<file path="src/du_pkg.sv">
////////////////////
// Debug unit shared definitions
// Widths and word types, address map,
// breakpoint condition codes, opcodes
// and cause encoding
////////////////////

`default_nettype none

package du_pkg;

  ////////////////////
  // Widths and word types
  ////////////////////
  localparam int DBG_ADDR_W = 16;
  localparam int DU_ADDR_W  = 12;

  typedef logic [31:0]                   xlen_t;
  typedef logic [31:0]                   instr_t;
  typedef logic [DBG_ADDR_W-1:0]         dbg_addr_t;
  typedef logic [DU_ADDR_W-1:0]          du_addr_t;
  typedef logic [DBG_ADDR_W-DU_ADDR_W-1:0] bank_t;
  // Traps in 15..0, interrupts in 31..16
  typedef logic [31:0]                   exc_t;
  typedef logic [11:0]                   mem_exc_t;

  // Fixed breakpoint count
  localparam int NUM_BP = 3;

  ////////////////////
  // Address map
  ////////////////////
  localparam bank_t BANK_INTERNAL = 4'h0;
  localparam bank_t BANK_GPRS     = 4'h1;

  // Internal bank
  localparam du_addr_t REG_CTRL    = 12'h000;
  localparam du_addr_t REG_HIT     = 12'h001;
  localparam du_addr_t REG_IE      = 12'h002;
  localparam du_addr_t REG_CAUSE   = 12'h003;
  // Slot n at these plus 2n
  localparam du_addr_t REG_BPCTRL0 = 12'h010;
  localparam du_addr_t REG_BPDATA0 = 12'h011;

  // GPR bank
  localparam du_addr_t GPR_LAST = 12'h01F;
  localparam du_addr_t REG_NPC  = 12'h200;
  localparam du_addr_t REG_PPC  = 12'h201;

  ////////////////////
  // Register bit fields
  ////////////////////
  localparam int CTRL_INSTR_ENA  = 0;
  localparam int CTRL_BRANCH_ENA = 1;
  localparam int HIT_INSTR       = 0;
  localparam int HIT_BRANCH      = 1;
  localparam int HIT_BP_LSB      = 4;
  localparam int BPCTRL_IMPL     = 0;
  localparam int BPCTRL_ENA      = 1;
  localparam int BPCTRL_CC_LSB   = 4;

  // Breakpoint condition
  typedef enum logic [2:0] {
    FETCH    = 3'd0,
    LD_ADR   = 3'd4,
    ST_ADR   = 3'd5,
    LDST_ADR = 3'd7
  } bp_cc_e;

  // Opcode field, instr[6:2]
  localparam logic [4:0] OPC_LOAD   = 5'b00000;
  localparam logic [4:0] OPC_STORE  = 5'b01000;
  localparam logic [4:0] OPC_BRANCH = 5'b11000;

  // addi x0,x0,0
  localparam instr_t INSTR_NOP = 32'h0000_0013;

  ////////////////////
  // Cause encoding
  ////////////////////
  localparam int NUM_TRAPS = 16;
  typedef logic [3:0] cause_idx_t;
  // Interrupt flag in cause
  localparam xlen_t CAUSE_INTR = 32'h8000_0000;

endpackage

`default_nettype wire

</file>
<file path="src/du_host_port.sv">
////////////////////
// Debug port front end
// Bank decode, ack pipeline, write pulses,
// stall/flush toward the core, readback
////////////////////

`timescale 1ns/10ps
`default_nettype none

module du_host_port (
  input  wire                    clk,
  input  wire                    rstn,
  // Host side
  input  wire                    dbg_stall,
  input  wire                    dbg_strb,
  input  wire                    dbg_we,
  input  wire du_pkg::dbg_addr_t dbg_addr,
  input  wire du_pkg::xlen_t     dbg_dati,
  output du_pkg::xlen_t          dbg_dato,
  output logic                   dbg_ack,
  // Core side
  input  wire                    ex_stall,
  input  wire du_pkg::xlen_t     du_dati_rf,
  input  wire du_pkg::xlen_t     id_pc,
  input  wire du_pkg::xlen_t     ex_pc,
  input  wire du_pkg::xlen_t     bu_nxt_pc,
  input  wire                    bu_flush,
  input  wire du_pkg::exc_t      du_exceptions,
  output logic                   du_stall,
  output logic                   du_stall_dly,
  output logic                   du_flush,
  output logic                   du_we_rf,
  output logic                   du_we_pc,
  output du_pkg::du_addr_t       du_addr,
  output du_pkg::xlen_t          du_dato,
  // Internal register bank
  input  wire du_pkg::xlen_t     internal_rdata,
  output logic                   we_internal
);

  du_pkg::bank_t    bank;
  du_pkg::du_addr_t offset;
  logic             sel_internal;
  logic             sel_gprs;
  logic             gpr_range;
  logic             strb_dly;
  logic             access;
  logic             host_we;
  logic [2:0]       du_ack;

  ////////////////////
  // Address decode
  ////////////////////
  assign bank         = dbg_addr[du_pkg::DBG_ADDR_W-1:du_pkg::DU_ADDR_W];
  assign offset       = dbg_addr[du_pkg::DU_ADDR_W-1:0];
  assign sel_internal = (bank == du_pkg::BANK_INTERNAL);
  assign sel_gprs     = (bank == du_pkg::BANK_GPRS);
  assign gpr_range    = (offset <= du_pkg::GPR_LAST);

  // GPR bank only reachable while the core is stalled
  assign access  = dbg_strb & (dbg_stall | sel_internal);
  // Write on first strobe cycle only
  assign host_we = access & ~strb_dly & dbg_we;

  always_ff @(posedge clk or negedge rstn)
  begin
    if (!rstn)
      strb_dly <= 1'b0;
    else
      strb_dly <= dbg_strb;
  end

  ////////////////////
  // Acknowledge
  ////////////////////
  // Fills from the top, ack when full, then clears
  // Frozen while ex_stall is high
  always_ff @(posedge clk or negedge rstn)
  begin
    if (!rstn)
      du_ack <= 3'b000;
    else if (!ex_stall)
      du_ack <= {3{access & ~dbg_ack}} & {1'b1, du_ack[2:1]};
  end

  assign dbg_ack = du_ack[0];

  ////////////////////
  // Core interface
  ////////////////////
  assign du_stall = dbg_stall;

  always_ff @(posedge clk or negedge rstn)
  begin
    if (!rstn)
      du_stall_dly <= 1'b0;
    else
      du_stall_dly <= dbg_stall;
  end

  // Stall release with an exception pending
  assign du_flush = du_stall_dly & ~dbg_stall & (|du_exceptions);

  // Address and write data follow the port every cycle
  always_ff @(posedge clk)
  begin
    du_addr <= offset;
    du_dato <= dbg_dati;
  end

  // One-cycle write pulses, at most one per access
  always_ff @(posedge clk or negedge rstn)
  begin
    if (!rstn)
    begin
      du_we_rf    <= 1'b0;
      du_we_pc    <= 1'b0;
      we_internal <= 1'b0;
    end
    else
    begin
      du_we_rf    <= host_we & sel_gprs & gpr_range;
      du_we_pc    <= host_we & sel_gprs & (offset == du_pkg::REG_NPC);
      we_internal <= host_we & sel_internal;
    end
  end

  ////////////////////
  // Readback
  ////////////////////
  // Internal word comes from the registered address
  always_ff @(posedge clk)
  begin
    if (sel_internal)
      dbg_dato <= internal_rdata;
    else if (sel_gprs && gpr_range)
      dbg_dato <= du_dati_rf;
    else if (sel_gprs && offset == du_pkg::REG_NPC)
      dbg_dato <= bu_flush ? bu_nxt_pc : id_pc;
    else if (sel_gprs && offset == du_pkg::REG_PPC)
      dbg_dato <= ex_pc;
    else
      dbg_dato <= '0;
  end

endmodule

`default_nettype wire

</file>
<file path="src/du_regs.sv">
////////////////////
// Debug unit internal registers
// CTRL, HIT, IE and CAUSE, single-step and
// branch break, read mux and break output
////////////////////

`timescale 1ns/10ps
`default_nettype none

module du_regs (
  input  wire                    clk,
  input  wire                    rstn,
  // Host writes
  input  wire                    we_internal,
  input  wire du_pkg::du_addr_t  du_addr,
  input  wire du_pkg::xlen_t     du_dato,
  // Core status
  input  wire du_pkg::instr_t    if_instr,
  input  wire du_pkg::exc_t      du_exceptions,
  input  wire                    ex_stall,
  input  wire                    du_stall,
  input  wire                    du_flush,
  input  wire                    bu_flush,
  input  wire                    st_flush,
  // Breakpoint slots
  input  wire [du_pkg::NUM_BP-1:0] bp_hit,
  input  wire du_pkg::xlen_t [du_pkg::NUM_BP-1:0] bp_rdata,
  output du_pkg::xlen_t          internal_rdata,
  output du_pkg::exc_t           du_ie,
  output logic                   dbg_bp
);

  logic                      ctrl_instr_ena;
  logic                      ctrl_branch_ena;
  logic                      hit_instr;
  logic                      hit_branch;
  logic [du_pkg::NUM_BP-1:0] hit_bp;
  du_pkg::exc_t              ie;
  du_pkg::xlen_t             cause;
  du_pkg::xlen_t             hit_word;
  du_pkg::xlen_t             ctrl_word;
  du_pkg::xlen_t             slot_rdata;
  du_pkg::cause_idx_t        trap_idx;
  du_pkg::cause_idx_t        intr_idx;
  logic                      instr_break;
  logic                      branch_break;

  // Single-step on any real instruction
  assign instr_break  = ctrl_instr_ena & (if_instr != du_pkg::INSTR_NOP);
  assign branch_break = ctrl_branch_ena & (if_instr[6:2] == du_pkg::OPC_BRANCH);

  ////////////////////
  // CTRL and IE
  ////////////////////
  always_ff @(posedge clk or negedge rstn)
  begin
    if (!rstn)
    begin
      ctrl_instr_ena  <= 1'b0;
      ctrl_branch_ena <= 1'b0;
      ie              <= '0;
    end
    else if (we_internal)
    begin
      if (du_addr == du_pkg::REG_CTRL)
      begin
        ctrl_instr_ena  <= du_dato[du_pkg::CTRL_INSTR_ENA];
        ctrl_branch_ena <= du_dato[du_pkg::CTRL_BRANCH_ENA];
      end
      if (du_addr == du_pkg::REG_IE) ie <= du_dato;
    end
  end

  assign du_ie = ie;

  ////////////////////
  // HIT
  ////////////////////
  // Sticky until written, host write wins
  always_ff @(posedge clk or negedge rstn)
  begin
    if (!rstn)
    begin
      hit_instr  <= 1'b0;
      hit_branch <= 1'b0;
      hit_bp     <= '0;
    end
    else if (we_internal && du_addr == du_pkg::REG_HIT)
    begin
      hit_instr  <= du_dato[du_pkg::HIT_INSTR];
      hit_branch <= du_dato[du_pkg::HIT_BRANCH];
      hit_bp     <= du_dato[du_pkg::HIT_BP_LSB +: du_pkg::NUM_BP];
    end
    else
    begin
      hit_instr  <= hit_instr | instr_break;
      hit_branch <= hit_branch | branch_break;
      hit_bp     <= hit_bp | bp_hit;
    end
  end

  ////////////////////
  // CAUSE
  ////////////////////
  // Lowest set bit wins in each half
  always_comb
  begin
    trap_idx = '0;
    intr_idx = '0;
    for (int i = du_pkg::NUM_TRAPS - 1; i >= 0; i--)
    begin
      if (du_exceptions[i]) trap_idx = du_pkg::cause_idx_t'(i);
      if (du_exceptions[i + du_pkg::NUM_TRAPS]) intr_idx = du_pkg::cause_idx_t'(i);
    end
  end

  always_ff @(posedge clk or negedge rstn)
  begin
    if (!rstn)
      cause <= '0;
    else if (we_internal && du_addr == du_pkg::REG_CAUSE)
      cause <= du_dato;
    else if (|du_exceptions[du_pkg::NUM_TRAPS-1:0])
      cause <= du_pkg::xlen_t'(trap_idx);
    else if (|du_exceptions[31:du_pkg::NUM_TRAPS])
      cause <= du_pkg::CAUSE_INTR | du_pkg::xlen_t'(intr_idx);
  end

  ////////////////////
  // Read mux
  ////////////////////
  always_comb
  begin
    ctrl_word = '0;
    ctrl_word[du_pkg::CTRL_INSTR_ENA]  = ctrl_instr_ena;
    ctrl_word[du_pkg::CTRL_BRANCH_ENA] = ctrl_branch_ena;
    hit_word = '0;
    hit_word[du_pkg::HIT_INSTR]  = hit_instr;
    hit_word[du_pkg::HIT_BRANCH] = hit_branch;
    hit_word[du_pkg::HIT_BP_LSB +: du_pkg::NUM_BP] = hit_bp;
  end

  // Unaddressed slots return zero
  always_comb
  begin
    slot_rdata = '0;
    for (int n = 0; n < du_pkg::NUM_BP; n++)
      slot_rdata = slot_rdata | bp_rdata[n];
    case (du_addr)
      du_pkg::REG_CTRL:  internal_rdata = ctrl_word;
      du_pkg::REG_HIT:   internal_rdata = hit_word;
      du_pkg::REG_IE:    internal_rdata = ie;
      du_pkg::REG_CAUSE: internal_rdata = cause;
      default:           internal_rdata = slot_rdata;
    endcase
  end

  // Break to host, held off while the core is busy
  always_ff @(posedge clk or negedge rstn)
  begin
    if (!rstn)
      dbg_bp <= 1'b0;
    else
      dbg_bp <= ~ex_stall & ~du_stall & ~du_flush & ~bu_flush & ~st_flush &
                ((|du_exceptions) | (|hit_word));
  end

endmodule

`default_nettype wire

</file>
<file path="src/du_bp_slot.sv">
////////////////////
// One hardware breakpoint
// Control and match registers, readback,
// combinational hit detect
////////////////////

`timescale 1ns/10ps
`default_nettype none

module du_bp_slot #(
  parameter int slot_idx = 0
) (
  input  wire                    clk,
  input  wire                    rstn,
  input  wire                    we_internal,
  input  wire du_pkg::du_addr_t  du_addr,
  input  wire du_pkg::xlen_t     du_dato,
  // Fetch side
  input  wire du_pkg::xlen_t     if_pc,
  input  wire                    bu_flush,
  input  wire                    st_flush,
  // Memory side
  input  wire du_pkg::instr_t    mem_instr,
  input  wire du_pkg::mem_exc_t  mem_exception,
  input  wire du_pkg::xlen_t     mem_memadr,
  input  wire                    dmem_ack,
  output logic                   hit,
  output du_pkg::xlen_t          rdata
);

  du_pkg::du_addr_t ctrl_addr;
  du_pkg::du_addr_t data_addr;
  logic             ena;
  du_pkg::bp_cc_e   cc;
  du_pkg::xlen_t    match_val;
  du_pkg::xlen_t    ctrl_word;
  logic             mem_read;
  logic             mem_write;
  logic             adr_match;

  // Two words per slot
  assign ctrl_addr = du_pkg::du_addr_t'(du_pkg::REG_BPCTRL0 + 2 * slot_idx);
  assign data_addr = du_pkg::du_addr_t'(du_pkg::REG_BPDATA0 + 2 * slot_idx);

  always_ff @(posedge clk or negedge rstn)
  begin
    if (!rstn)
    begin
      ena       <= 1'b0;
      cc        <= du_pkg::FETCH;
      match_val <= '0;
    end
    else if (we_internal)
    begin
      if (du_addr == ctrl_addr)
      begin
        ena <= du_dato[du_pkg::BPCTRL_ENA];
        cc  <= du_pkg::bp_cc_e'(du_dato[du_pkg::BPCTRL_CC_LSB +: 3]);
      end
      if (du_addr == data_addr) match_val <= du_dato;
    end
  end

  // Readback, implemented bit always set
  always_comb
  begin
    ctrl_word = '0;
    ctrl_word[du_pkg::BPCTRL_IMPL] = 1'b1;
    ctrl_word[du_pkg::BPCTRL_ENA]  = ena;
    ctrl_word[du_pkg::BPCTRL_CC_LSB +: 3] = cc;
    if (du_addr == ctrl_addr)
      rdata = ctrl_word;
    else if (du_addr == data_addr)
      rdata = match_val;
    else
      rdata = '0;
  end

  ////////////////////
  // Hit detect
  ////////////////////
  assign mem_read  = ~(|mem_exception) & (mem_instr[6:2] == du_pkg::OPC_LOAD);
  assign mem_write = ~(|mem_exception) & (mem_instr[6:2] == du_pkg::OPC_STORE);
  assign adr_match = dmem_ack & (mem_memadr == match_val);

  always_comb
  begin
    if (!ena)
      hit = 1'b0;
    else
      case (cc)
        du_pkg::FETCH:    hit = (if_pc == match_val) & ~bu_flush & ~st_flush;
        du_pkg::LD_ADR:   hit = adr_match & mem_read;
        du_pkg::ST_ADR:   hit = adr_match & mem_write;
        du_pkg::LDST_ADR: hit = adr_match & (mem_read | mem_write);
        default:          hit = 1'b0;
      endcase
  end

endmodule

`default_nettype wire

</file>
<file path="src/riscv_du.sv">
////////////////////
// Debug unit top level
// Host port, internal registers and
// the breakpoint slots
////////////////////

`timescale 1ns/10ps
`default_nettype none

module riscv_du (
  input  wire                    clk,
  input  wire                    rstn,
  // Debug port
  input  wire                    dbg_stall,
  input  wire                    dbg_strb,
  input  wire                    dbg_we,
  input  wire du_pkg::dbg_addr_t dbg_addr,
  input  wire du_pkg::xlen_t     dbg_dati,
  output wire du_pkg::xlen_t     dbg_dato,
  output wire                    dbg_ack,
  output wire                    dbg_bp,
  // Core control
  output wire                    du_stall,
  output wire                    du_stall_dly,
  output wire                    du_flush,
  output wire                    du_we_rf,
  output wire                    du_we_pc,
  output wire du_pkg::du_addr_t  du_addr,
  output wire du_pkg::xlen_t     du_dato,
  output wire du_pkg::exc_t      du_ie,
  // Core status
  input  wire du_pkg::xlen_t     du_dati_rf,
  input  wire du_pkg::xlen_t     if_pc,
  input  wire du_pkg::xlen_t     id_pc,
  input  wire du_pkg::xlen_t     ex_pc,
  input  wire du_pkg::xlen_t     bu_nxt_pc,
  input  wire                    bu_flush,
  input  wire                    st_flush,
  input  wire du_pkg::instr_t    if_instr,
  input  wire du_pkg::instr_t    mem_instr,
  input  wire du_pkg::mem_exc_t  mem_exception,
  input  wire du_pkg::xlen_t     mem_memadr,
  input  wire                    dmem_ack,
  input  wire                    ex_stall,
  input  wire du_pkg::exc_t      du_exceptions
);

  wire                                    we_internal;
  wire du_pkg::xlen_t                     internal_rdata;
  wire [du_pkg::NUM_BP-1:0]               bp_hit;
  wire du_pkg::xlen_t [du_pkg::NUM_BP-1:0] bp_rdata;

  du_host_port u_host_port (
    .clk            (clk),
    .rstn           (rstn),
    .dbg_stall      (dbg_stall),
    .dbg_strb       (dbg_strb),
    .dbg_we         (dbg_we),
    .dbg_addr       (dbg_addr),
    .dbg_dati       (dbg_dati),
    .dbg_dato       (dbg_dato),
    .dbg_ack        (dbg_ack),
    .ex_stall       (ex_stall),
    .du_dati_rf     (du_dati_rf),
    .id_pc          (id_pc),
    .ex_pc          (ex_pc),
    .bu_nxt_pc      (bu_nxt_pc),
    .bu_flush       (bu_flush),
    .du_exceptions  (du_exceptions),
    .du_stall       (du_stall),
    .du_stall_dly   (du_stall_dly),
    .du_flush       (du_flush),
    .du_we_rf       (du_we_rf),
    .du_we_pc       (du_we_pc),
    .du_addr        (du_addr),
    .du_dato        (du_dato),
    .internal_rdata (internal_rdata),
    .we_internal    (we_internal)
  );

  du_regs u_regs (
    .clk            (clk),
    .rstn           (rstn),
    .we_internal    (we_internal),
    .du_addr        (du_addr),
    .du_dato        (du_dato),
    .if_instr       (if_instr),
    .du_exceptions  (du_exceptions),
    .ex_stall       (ex_stall),
    .du_stall       (du_stall),
    .du_flush       (du_flush),
    .bu_flush       (bu_flush),
    .st_flush       (st_flush),
    .bp_hit         (bp_hit),
    .bp_rdata       (bp_rdata),
    .internal_rdata (internal_rdata),
    .du_ie          (du_ie),
    .dbg_bp         (dbg_bp)
  );

  // One slot per breakpoint, index sets its addresses
  for (genvar n = 0; n < du_pkg::NUM_BP; n++)
  begin : gen_bp
    du_bp_slot #(
      .slot_idx (n)
    ) u_slot (
      .clk           (clk),
      .rstn          (rstn),
      .we_internal   (we_internal),
      .du_addr       (du_addr),
      .du_dato       (du_dato),
      .if_pc         (if_pc),
      .bu_flush      (bu_flush),
      .st_flush      (st_flush),
      .mem_instr     (mem_instr),
      .mem_exception (mem_exception),
      .mem_memadr    (mem_memadr),
      .dmem_ack      (dmem_ack),
      .hit           (bp_hit[n]),
      .rdata         (bp_rdata[n])
    );
  end

endmodule

`default_nettype wire

</file>
<file path="config.mk">
export PLATFORM = sky130hd
export DESIGN_NAME = riscv_du
export DESIGN_NICKNAME = d
export VERILOG_FILES = /design/src/du_pkg.sv /design/src/du_host_port.sv /design/src/du_regs.sv /design/src/du_bp_slot.sv /design/src/riscv_du.sv
export SDC_FILE = /design/constraint.sdc
export NUM_CORES = 1
export LEC_CHECK = 0
export BUFFER_PORTS_ARGS = -buffer_cell sky130_fd_sc_hd__buf_4
export CORE_AREA = 2 2 181 183
export CTS_BUF_LIST = sky130_fd_sc_hd__clkbuf_8
export CTS_CLUSTER_SIZE = 28
export DETAILED_ROUTE_END_ITERATION = 8
export DIE_AREA = 0 0 183 185
export PLACE_DENSITY = 0.72
export SLEW_MARGIN = 30
export SYNTH_ARGS = -nofsm -noshare
export SYNTH_HDL_FRONTEND = slang
export SYNTH_SLANG_ARGS = --single-unit
</file>
<file path="constraint.sdc">
create_clock -name clk -period 5 [get_ports clk]
set_input_delay 0.5 -clock clk [delete_from_list [all_inputs] [get_ports clk]]
set_output_delay 0.5 -clock clk [all_outputs]
set_load 0.05 [all_outputs]
</file>
==> results.tsv, run 1 <==
stage	metric	value	unit
outcome	outcome	complete, but fails checks	
outcome	violations	negative hold slack	
final_layout	fin_cells	2182	
floorplanning	die_h	185	um
synthesis	async_reset_ff_share	71.2	%
timing	min_period	3.10	ns
synthesis	synth_flop_cell	dfrtp_1	
final_layout	fillers	2832	
timing	slew_viol_final	0	
timing	whs	-0.0168	ns
cts	cts_root_buffer	clkbuf_8	
synthesis	ys_seq_elements	264	
power_and_ir_drop	leakage	9.18	nW
timing	worst_slew_pin_slew	1.06	ns
floorplanning	ioPinCount	472	
final_layout	regArea	6230	um^2
setup_path	criticalPathCategory	reg2reg	
power_and_ir_drop	intPower	0.00377	W
placed_design	place_area	18000	um^2
final_layout	layout-drive-gt1-share	40.7	%
final_layout	area_growth	34.0	%
global_routing	grt_max_degree	110	
route	ant_nets	0	
floorplanning	row_count	66	
timing	finalSetupTns	0	ns
timing	period_share	61.9	%
cts	numCtsBuffers	48	
global_routing	grt_pass1_wl	80.8	mm
setup_path	cp-end-kind	flop	
route	drtIter0Drc	873	
cts	clock_path_buffers	3	
route	drtPass1Iterations	5	
timing	fmax	323	MHz
synthesis	syn-mean-instance-area	11.1	um^2
global_routing	overflow	0	
placed_design	gp_congestion	0.962	
synthesis	synthesis.area	14200	um^2
timing	slew_headroom	29.2	%
setup_path	crit_path_max_fanout	33	
power_and_ir_drop	power_density	266	nW/um^2
final_layout	fin_util	59.5	%
setup_path	critical_path.slowest_cell	or4_1	
setup_path	cp-startpoint	u_host_port.du_addr[9]	
cts	cts_resized	0	
synthesis	synth_seq_area_share	43.7	%
setup_path	crit_chain	or4_1 > nor4_4 > buf_4 > nand2_4 > mux2_4	
setup_path	critPathRequiredTime	5.44	ns
timing	hold_viol	16	
hold_path	min_path_type	in2async	
cts	ctsHoldBuffers	0	
synthesis	syn_inst	1283	
power_and_ir_drop	pwr-share-clk	45.1	%
power_and_ir_drop	power_frac_seq	43.2	%
timing	setup-violations-final	0	
timing	finClkSkew	0.0328	ns
cts	cts_tree	done	
global_routing	grt_usage	32.5	%
synthesis	synth.distinct_cells	68	
route	post-route-drc-count	0	
floorplanning	die_w	183	um
final_layout	nets	2087	
route	wirelength	56.4	mm
power_and_ir_drop	peakVddDrop	0.232	mV
placed_design	dp.cells	2088	
floorplanning	dieArea	33900	um^2
global_routing	grt_pass1_vias	12696	
global_routing	antenna_found_initial	4	
route	vias	12567	
setup_path	reg2reg_from	u_host_port.du_addr[9]	
power_and_ir_drop	switching_share	25.7	%
timing	rsz0062_at_grt	no	
route	post_drt_wl_per_cell	25.8	um
final_layout	multi_input_area	7680	um^2
setup_path	slowest_delay	0.78	ns
placed_design	port_buffers	444	
cts	h-tree-depth	2	
setup_path	critPathLaunchType	flop	
final_layout	final_common_cell	buf_4	
cts	clock_latency	0.58	ns
placed_design	dp_hpwl	44.0	mm
setup_path	crit_arrival	3.53	ns
floorplanning	start_util	44.4	%
synthesis	synth_edf_count	0	
cts	clkSinkCount	264	
power_and_ir_drop	p_sw	0.00130	W
cts	clk_pin_slew	0.07	ns
floorplanning	coreArea	32000	um^2
final_layout	layout_common_cells	456 x buf_4, 188 x dfrtp_1, 103 x xor2_1	
synthesis	synth_warnings	0	
cts	post_cts.repair.setup_buffers	0	
route	via_per_inst	5.76	
synthesis	synth.net_count	1640	
job	drv_cap	0	
final_layout	fin_area	19100	um^2
power_and_ir_drop	p_comb_share	11.6	%
[synthesized netlist by cell type, types with 3 or more instances]
cell type / count / share of area (%)
a211oi_1: 5 / 0.26
a21oi_1: 41 / 1.4
a221o_1: 16 / 1.1
a221oi_1: 33 / 2.0
a222oi_1: 11 / 0.77
a22oi_1: 5 / 0.26
a31oi_1: 3 / 0.13
and2_1: 3 / 0.13
buf_1: 4 / 0.11
buf_2: 18 / 0.63
buf_4: 3 / 0.16
buf_6: 8 / 0.63
clkbuf_1: 31 / 0.82
dfrtp_1: 188 / 33
dfxtp_1: 76 / 11
inv_1: 8 / 0.21
mux2_1: 30 / 2.4
mux2_2: 96 / 7.6
mux2_4: 58 / 6.1
mux2i_1: 29 / 2.0
nand2_1: 88 / 2.3
nand2b_1: 7 / 0.31
nand3_1: 36 / 1.3
nand4_1: 35 / 1.5
nor2_1: 50 / 1.3
nor2b_1: 3 / 0.13
nor3_1: 13 / 0.46
nor3_4: 3 / 0.34
nor3b_1: 3 / 0.16
nor4_1: 57 / 2.5
o21ai_0: 24 / 0.84
o22ai_1: 19 / 0.83
o2bb2ai_1: 16 / 0.98
o31ai_1: 13 / 0.69
o31ai_2: 5 / 0.44
or2_2: 4 / 0.18
or3_1: 4 / 0.18
or4_1: 5 / 0.26
xnor2_1: 91 / 5.6
xor2_1: 103 / 6.3
[metal layers]
metal / wire, um / global-route usage (%) / share of wire [%]
met1: 23900 / 43.3 / 42
met2: 27300 / 54.7 / 48
met3: 4040 / 5.51 / 7.2
met4: 1210 / 9.09 / 2.1
met5: 0 / 0 / 0
[registers in the layout (all words and copies together), names as in the netlist, 9 cells and up]
register,cells
u_host_port.du_dato,32
gen_bp.u_slot.cc,9
u_host_port.dbg_dato,32
u_regs.du_ie,32
gen_bp.u_slot.match_val,96
u_regs.cause,32
u_host_port.du_addr,12
[critical path, delay by kind of cell, from the launching register on]
| kind | cells | cell delay, ns |
|---|---|---|
| AND/OR/NAND/NOR | 3 | 1.60 |
| flip-flops | 1 | 0.34 |
| buffers and inverters | 1 | 0.46 |
| multiplexers | 1 | 0.47 |
[stage by stage]
stage | setup WS [ns] | power, W
finish | 1.90 | 0.00508
global route | 1.82 | 0.00524
CTS | 1.62 | 0.00510
detailed placement | 1.67 | 0.00282
global placement | 1.63 | 0.00282
floorplan | 2.11 | 0.00244
[layout make-up]
cell class	instances	share of cell area (%)
multi-input combinational	947	40.3
clock buffer	63	4.55
clock inverter	27	1.19
antenna	4	0.0525
tap	408	2.68
timing repair buffer	461	18.5
inverter	8	0.157
sequential	264	32.6
[power groups by stage]
| stage | logic (W) | registers [W] | clock network [W] |
|---|---|---|---|
| global route | 0.000624 | 0.00220 | 0.00242 |
| global placement | 0.000585 | 0.00223 | 0 |
| floorplan | 0.000152 | 0.00229 | 0 |
| finish | 0.000591 | 0.00219 | 0.00229 |
| detailed placement | 0.000589 | 0.00223 | 0 |
| CTS | 0.000591 | 0.00219 | 0.00232 |
[path summary, 6_finish.rpt]
| path | endpoint | slack (ns) | depth (start not counted) |
|---|---|---|---|
| max | gen_bp[0].u_slot.match_val[6] | 1.90 | 5 |
| min | u_regs.du_ie[17] | -0.02 | 1 |
| max reg2reg | gen_bp[0].u_slot.match_val[6] | 1.90 | 5 |
| min reg2reg | u_host_port.du_ack[1] | 0.49 | 2 |
| max in group asynchronous | u_regs.du_ie[2] | 3.93 | 2 |
| min in group clk | u_host_port.du_dato[5] | 0.02 | 1 |
[cell families after synthesis]
kind of cell | count (synthesis) | synth area share, %
buffers and inverters | 72 | 2.56
flip-flops | 264 | 43.7
AO/OA/AOI/OAI | 210 | 11.0
XOR/XNOR | 194 | 11.9
AND/OR/NAND/NOR | 329 | 12.5
multiplexers | 214 | 18.3
Note: power is estimated with default switching activity, not from simulation.
==> run 2, diff against run 1 <==
- CORE_AREA: 2 2 181 183 -> 2 2 183 185
- DIE_AREA: 0 0 183 185 -> 0 0 185 187
- PLACE_DENSITY: 0.72 -> 0.71
- clock period: 5 -> 2.9 ns (I/O delays scaled with it)
==> results.tsv, run 2 (same netlist as run 1, synthesis figures left out) <==
stage	metric	value	unit	change
route	vias	13159		+4.7%
timing	setup_slack	0.0473	ns	-1.86 ns
route	post-route-drc-count	0		unchanged
job	drv_cap	0		unchanged
placed_design	dp_worst_setup_slack	0.163	ns	-1.51 ns
final_layout	top_register	gen_bp.u_slot.match_val		
setup_path	endpoint	u_host_port.dbg_dato[20]		
placed_design	port_buffers	444		unchanged
cts	h-tree-depth	2		unchanged
route	drtIter0Drc	902		+3.3%
power_and_ir_drop	peakVddDrop	0.390	mV	+68%
floorplanning	coreArea	32900	um^2	+2.6%
global_routing	overflow	0		unchanged
global_routing	grt_usage	34.2	%	+1.7 points
timing	slew_viol_final	0		unchanged
setup_path	slowest_delay	0.61	ns	-0.17 ns
setup_path	ff2ff_setup_slack	0.05	ns	-1.86 ns
timing	finClkSkew	0.0347	ns	+0.00192 ns
final_layout	largest_register_ffs	96		unchanged
timing	finalSetupTns	0	ns	unchanged
timing	slew_headroom	30.0	%	+0.78 points
outcome	outcome	complete, no violations		
floorplanning	ioPinCount	472		unchanged
hold_path	min_path_type	in2reg		
placed_design	gp_congestion	0.983		+2.2%
timing	setup-violations-final	0		unchanged
power_and_ir_drop	leakage	9.64	nW	+5.0%
route	drtPass1Iterations	5		unchanged
cts	clock_path_buffers	3		unchanged
setup_path	crit_chain	or4_4 > nor2_4 > nand3_4 > nor2_8 > a221oi_1 > o22ai_1 > dlygate4sd3_1		
route	ant_nets	0		unchanged
cts	cts_root_buffer	clkbuf_8		
global_routing	antenna_found_initial	4		unchanged
setup_path	critPathLaunchType	flop		
route	post_drt_wl_per_cell	25.8	um	about the same
final_layout	final_common_cell	buf_4		
setup_path	r2r_cells	7		+2
timing	fmax	351	MHz	+8.5%
route	via_per_inst	5.64		-2.0%
timing	hold_viol	0		-16
cts	clkSinkCount	264		unchanged
global_routing	grt_max_degree	83		-25%
setup_path	crit_arrival	3.37	ns	-0.16 ns
global_routing	grt_pass1_wl	87.0	mm	+7.6%
setup_path	criticalPathCategory	reg2reg		
cts	clock_latency	0.59	ns	about the same
floorplanning	start_util	43.3	%	-1.1 points
final_layout	nets	2201		+5.5%
final_layout	area_growth	41.6	%	
setup_path	critPathRequiredTime	3.42	ns	-2.02 ns
cts	numCtsBuffers	46		-4.2%
floorplanning	dieArea	34600	um^2	+2.2%
final_layout	fillers	2787		-1.6%
cts	cts_tree	done		
setup_path	cp-startpoint	u_host_port.du_addr[3]		
timing	min_period	2.85	ns	-0.243 ns
floorplanning	die_h	187	um	+1.1%
final_layout	layout-drive-gt1-share	39.0	%	-1.7 points
final_layout	layout_common_cells	473 x buf_4, 188 x dfrtp_1, 103 x xor2_1		
power_and_ir_drop	power_density	423	nW/um^2	+59%
placed_design	dp_hpwl	46.6	mm	+6.0%
floorplanning	die_w	185	um	+1.1%
route	wirelength	60.3	mm	+6.9%
timing	period_share	98.4	%	+36 points
cts	clk_pin_slew	0.06	ns	about the same
setup_path	critical_path.slowest_cell	or4_4		
floorplanning	row_count	67		+1.5%
setup_path	cp-end-kind	flop		
setup_path	reg2reg_from	u_host_port.du_addr[3]		
setup_path	crit_path_max_fanout	14		-58%
setup_path	r2r_end	u_host_port.dbg_dato[20]		
timing	worst_slew_pin_slew	1.05	ns	-0.0118 ns
power_and_ir_drop	power	0.00852	W	+68%
global_routing	grt_pass1_vias	13606		+7.2%
## run 2: cell count changes in the layout (fill, tap and decap cells not counted), moves of 2 or more
cell	delta
buf_12	+7
buf_4	+17
dlygate4sd3_1	+94
inv_1	+4
buf_16	-2
clkinv_2	-3
bufinv_16	-3
## run 2: final cells by class
type	count	area, um^2	share of cell area (%)
diodes	3	7.51	0.0372
clock buffers	62	853	4.23
clock inverters	23	120	0.596
inverters	8	30.0	0.149
multi-input cells	947	7680	38.1
flip-flops and latches	264	6230	30.9
well taps	448	561	2.78
repair buffers	577	4670	23.2
## run 2: worst max-delay path: cells and delay by family (launching register included)
kind            cells  cell delay (ns)
buf+inv             1             0.57
flops               1             0.35
compound gates      2             0.47
simple gates        4             1.38
## run 2: stage by stage
| step | cells | hold WS (ns) | utilization, % | area [um^2] |
|---|---|---|---|---|
| floorplan | 1283 | -0.00559 | - | 14200 |
| global placement | 2149 | 0.216 | 55.4 | 18200 |
| global route | 2332 | 0.0198 | 61.3 | 20200 |
| finish | 2332 | 0.0173 | 61.3 | 20200 |
| CTS | 2328 | 0.00221 | 61.2 | 20100 |
| detailed placement | 2149 | 0.215 | 55.4 | 18200 |
## run 2: report_power, final
part	internal, W	switching [W]	total, W
Sequential	0.00371	0.0000719	0.00378
Combinational	0.000568	0.000583	0.00115
Clock	0.00199	0.00160	0.00359
## run 2: how the worst min path moves through the flow
stage | from | cells past startpoint | to | slack [ns]
floorplan | rstn | 0 | gen_bp[0].u_slot.cc[0] | -0.006
global placement | rstn | 1 | u_regs.cause[3] | 0.22
detailed placement | rstn | 1 | u_regs.cause[3] | 0.21
CTS | ex_pc[30] | 3 | u_host_port.dbg_dato[30] | 0.002
global route | du_dati_rf[17] | 3 | u_host_port.dbg_dato[17] | 0.02
finish | ex_pc[30] | 3 | u_host_port.dbg_dato[30] | 0.02
## run 2: repair_timing
action	CTS	global route
buffers inserted	0	1
hold buffers	94	0
setup endpoints to repair	0	12
hold endpoints to repair	111	0
gates resized for setup	0	4
## run 2: routing by layer
| metal | vias to the layer above | global-route usage [%] | share of wire (%) |
|---|---|---|---|
| met5 | - | 0 | 0 |
| met4 | 0 | 12.2 | 3.2 |
| met3 | 112 | 5.74 | 6.8 |
| met2 | 610 | 56.3 | 48 |
| met1 | 6531 | 45.2 | 42 |
| li1 | 5906 | - | - |
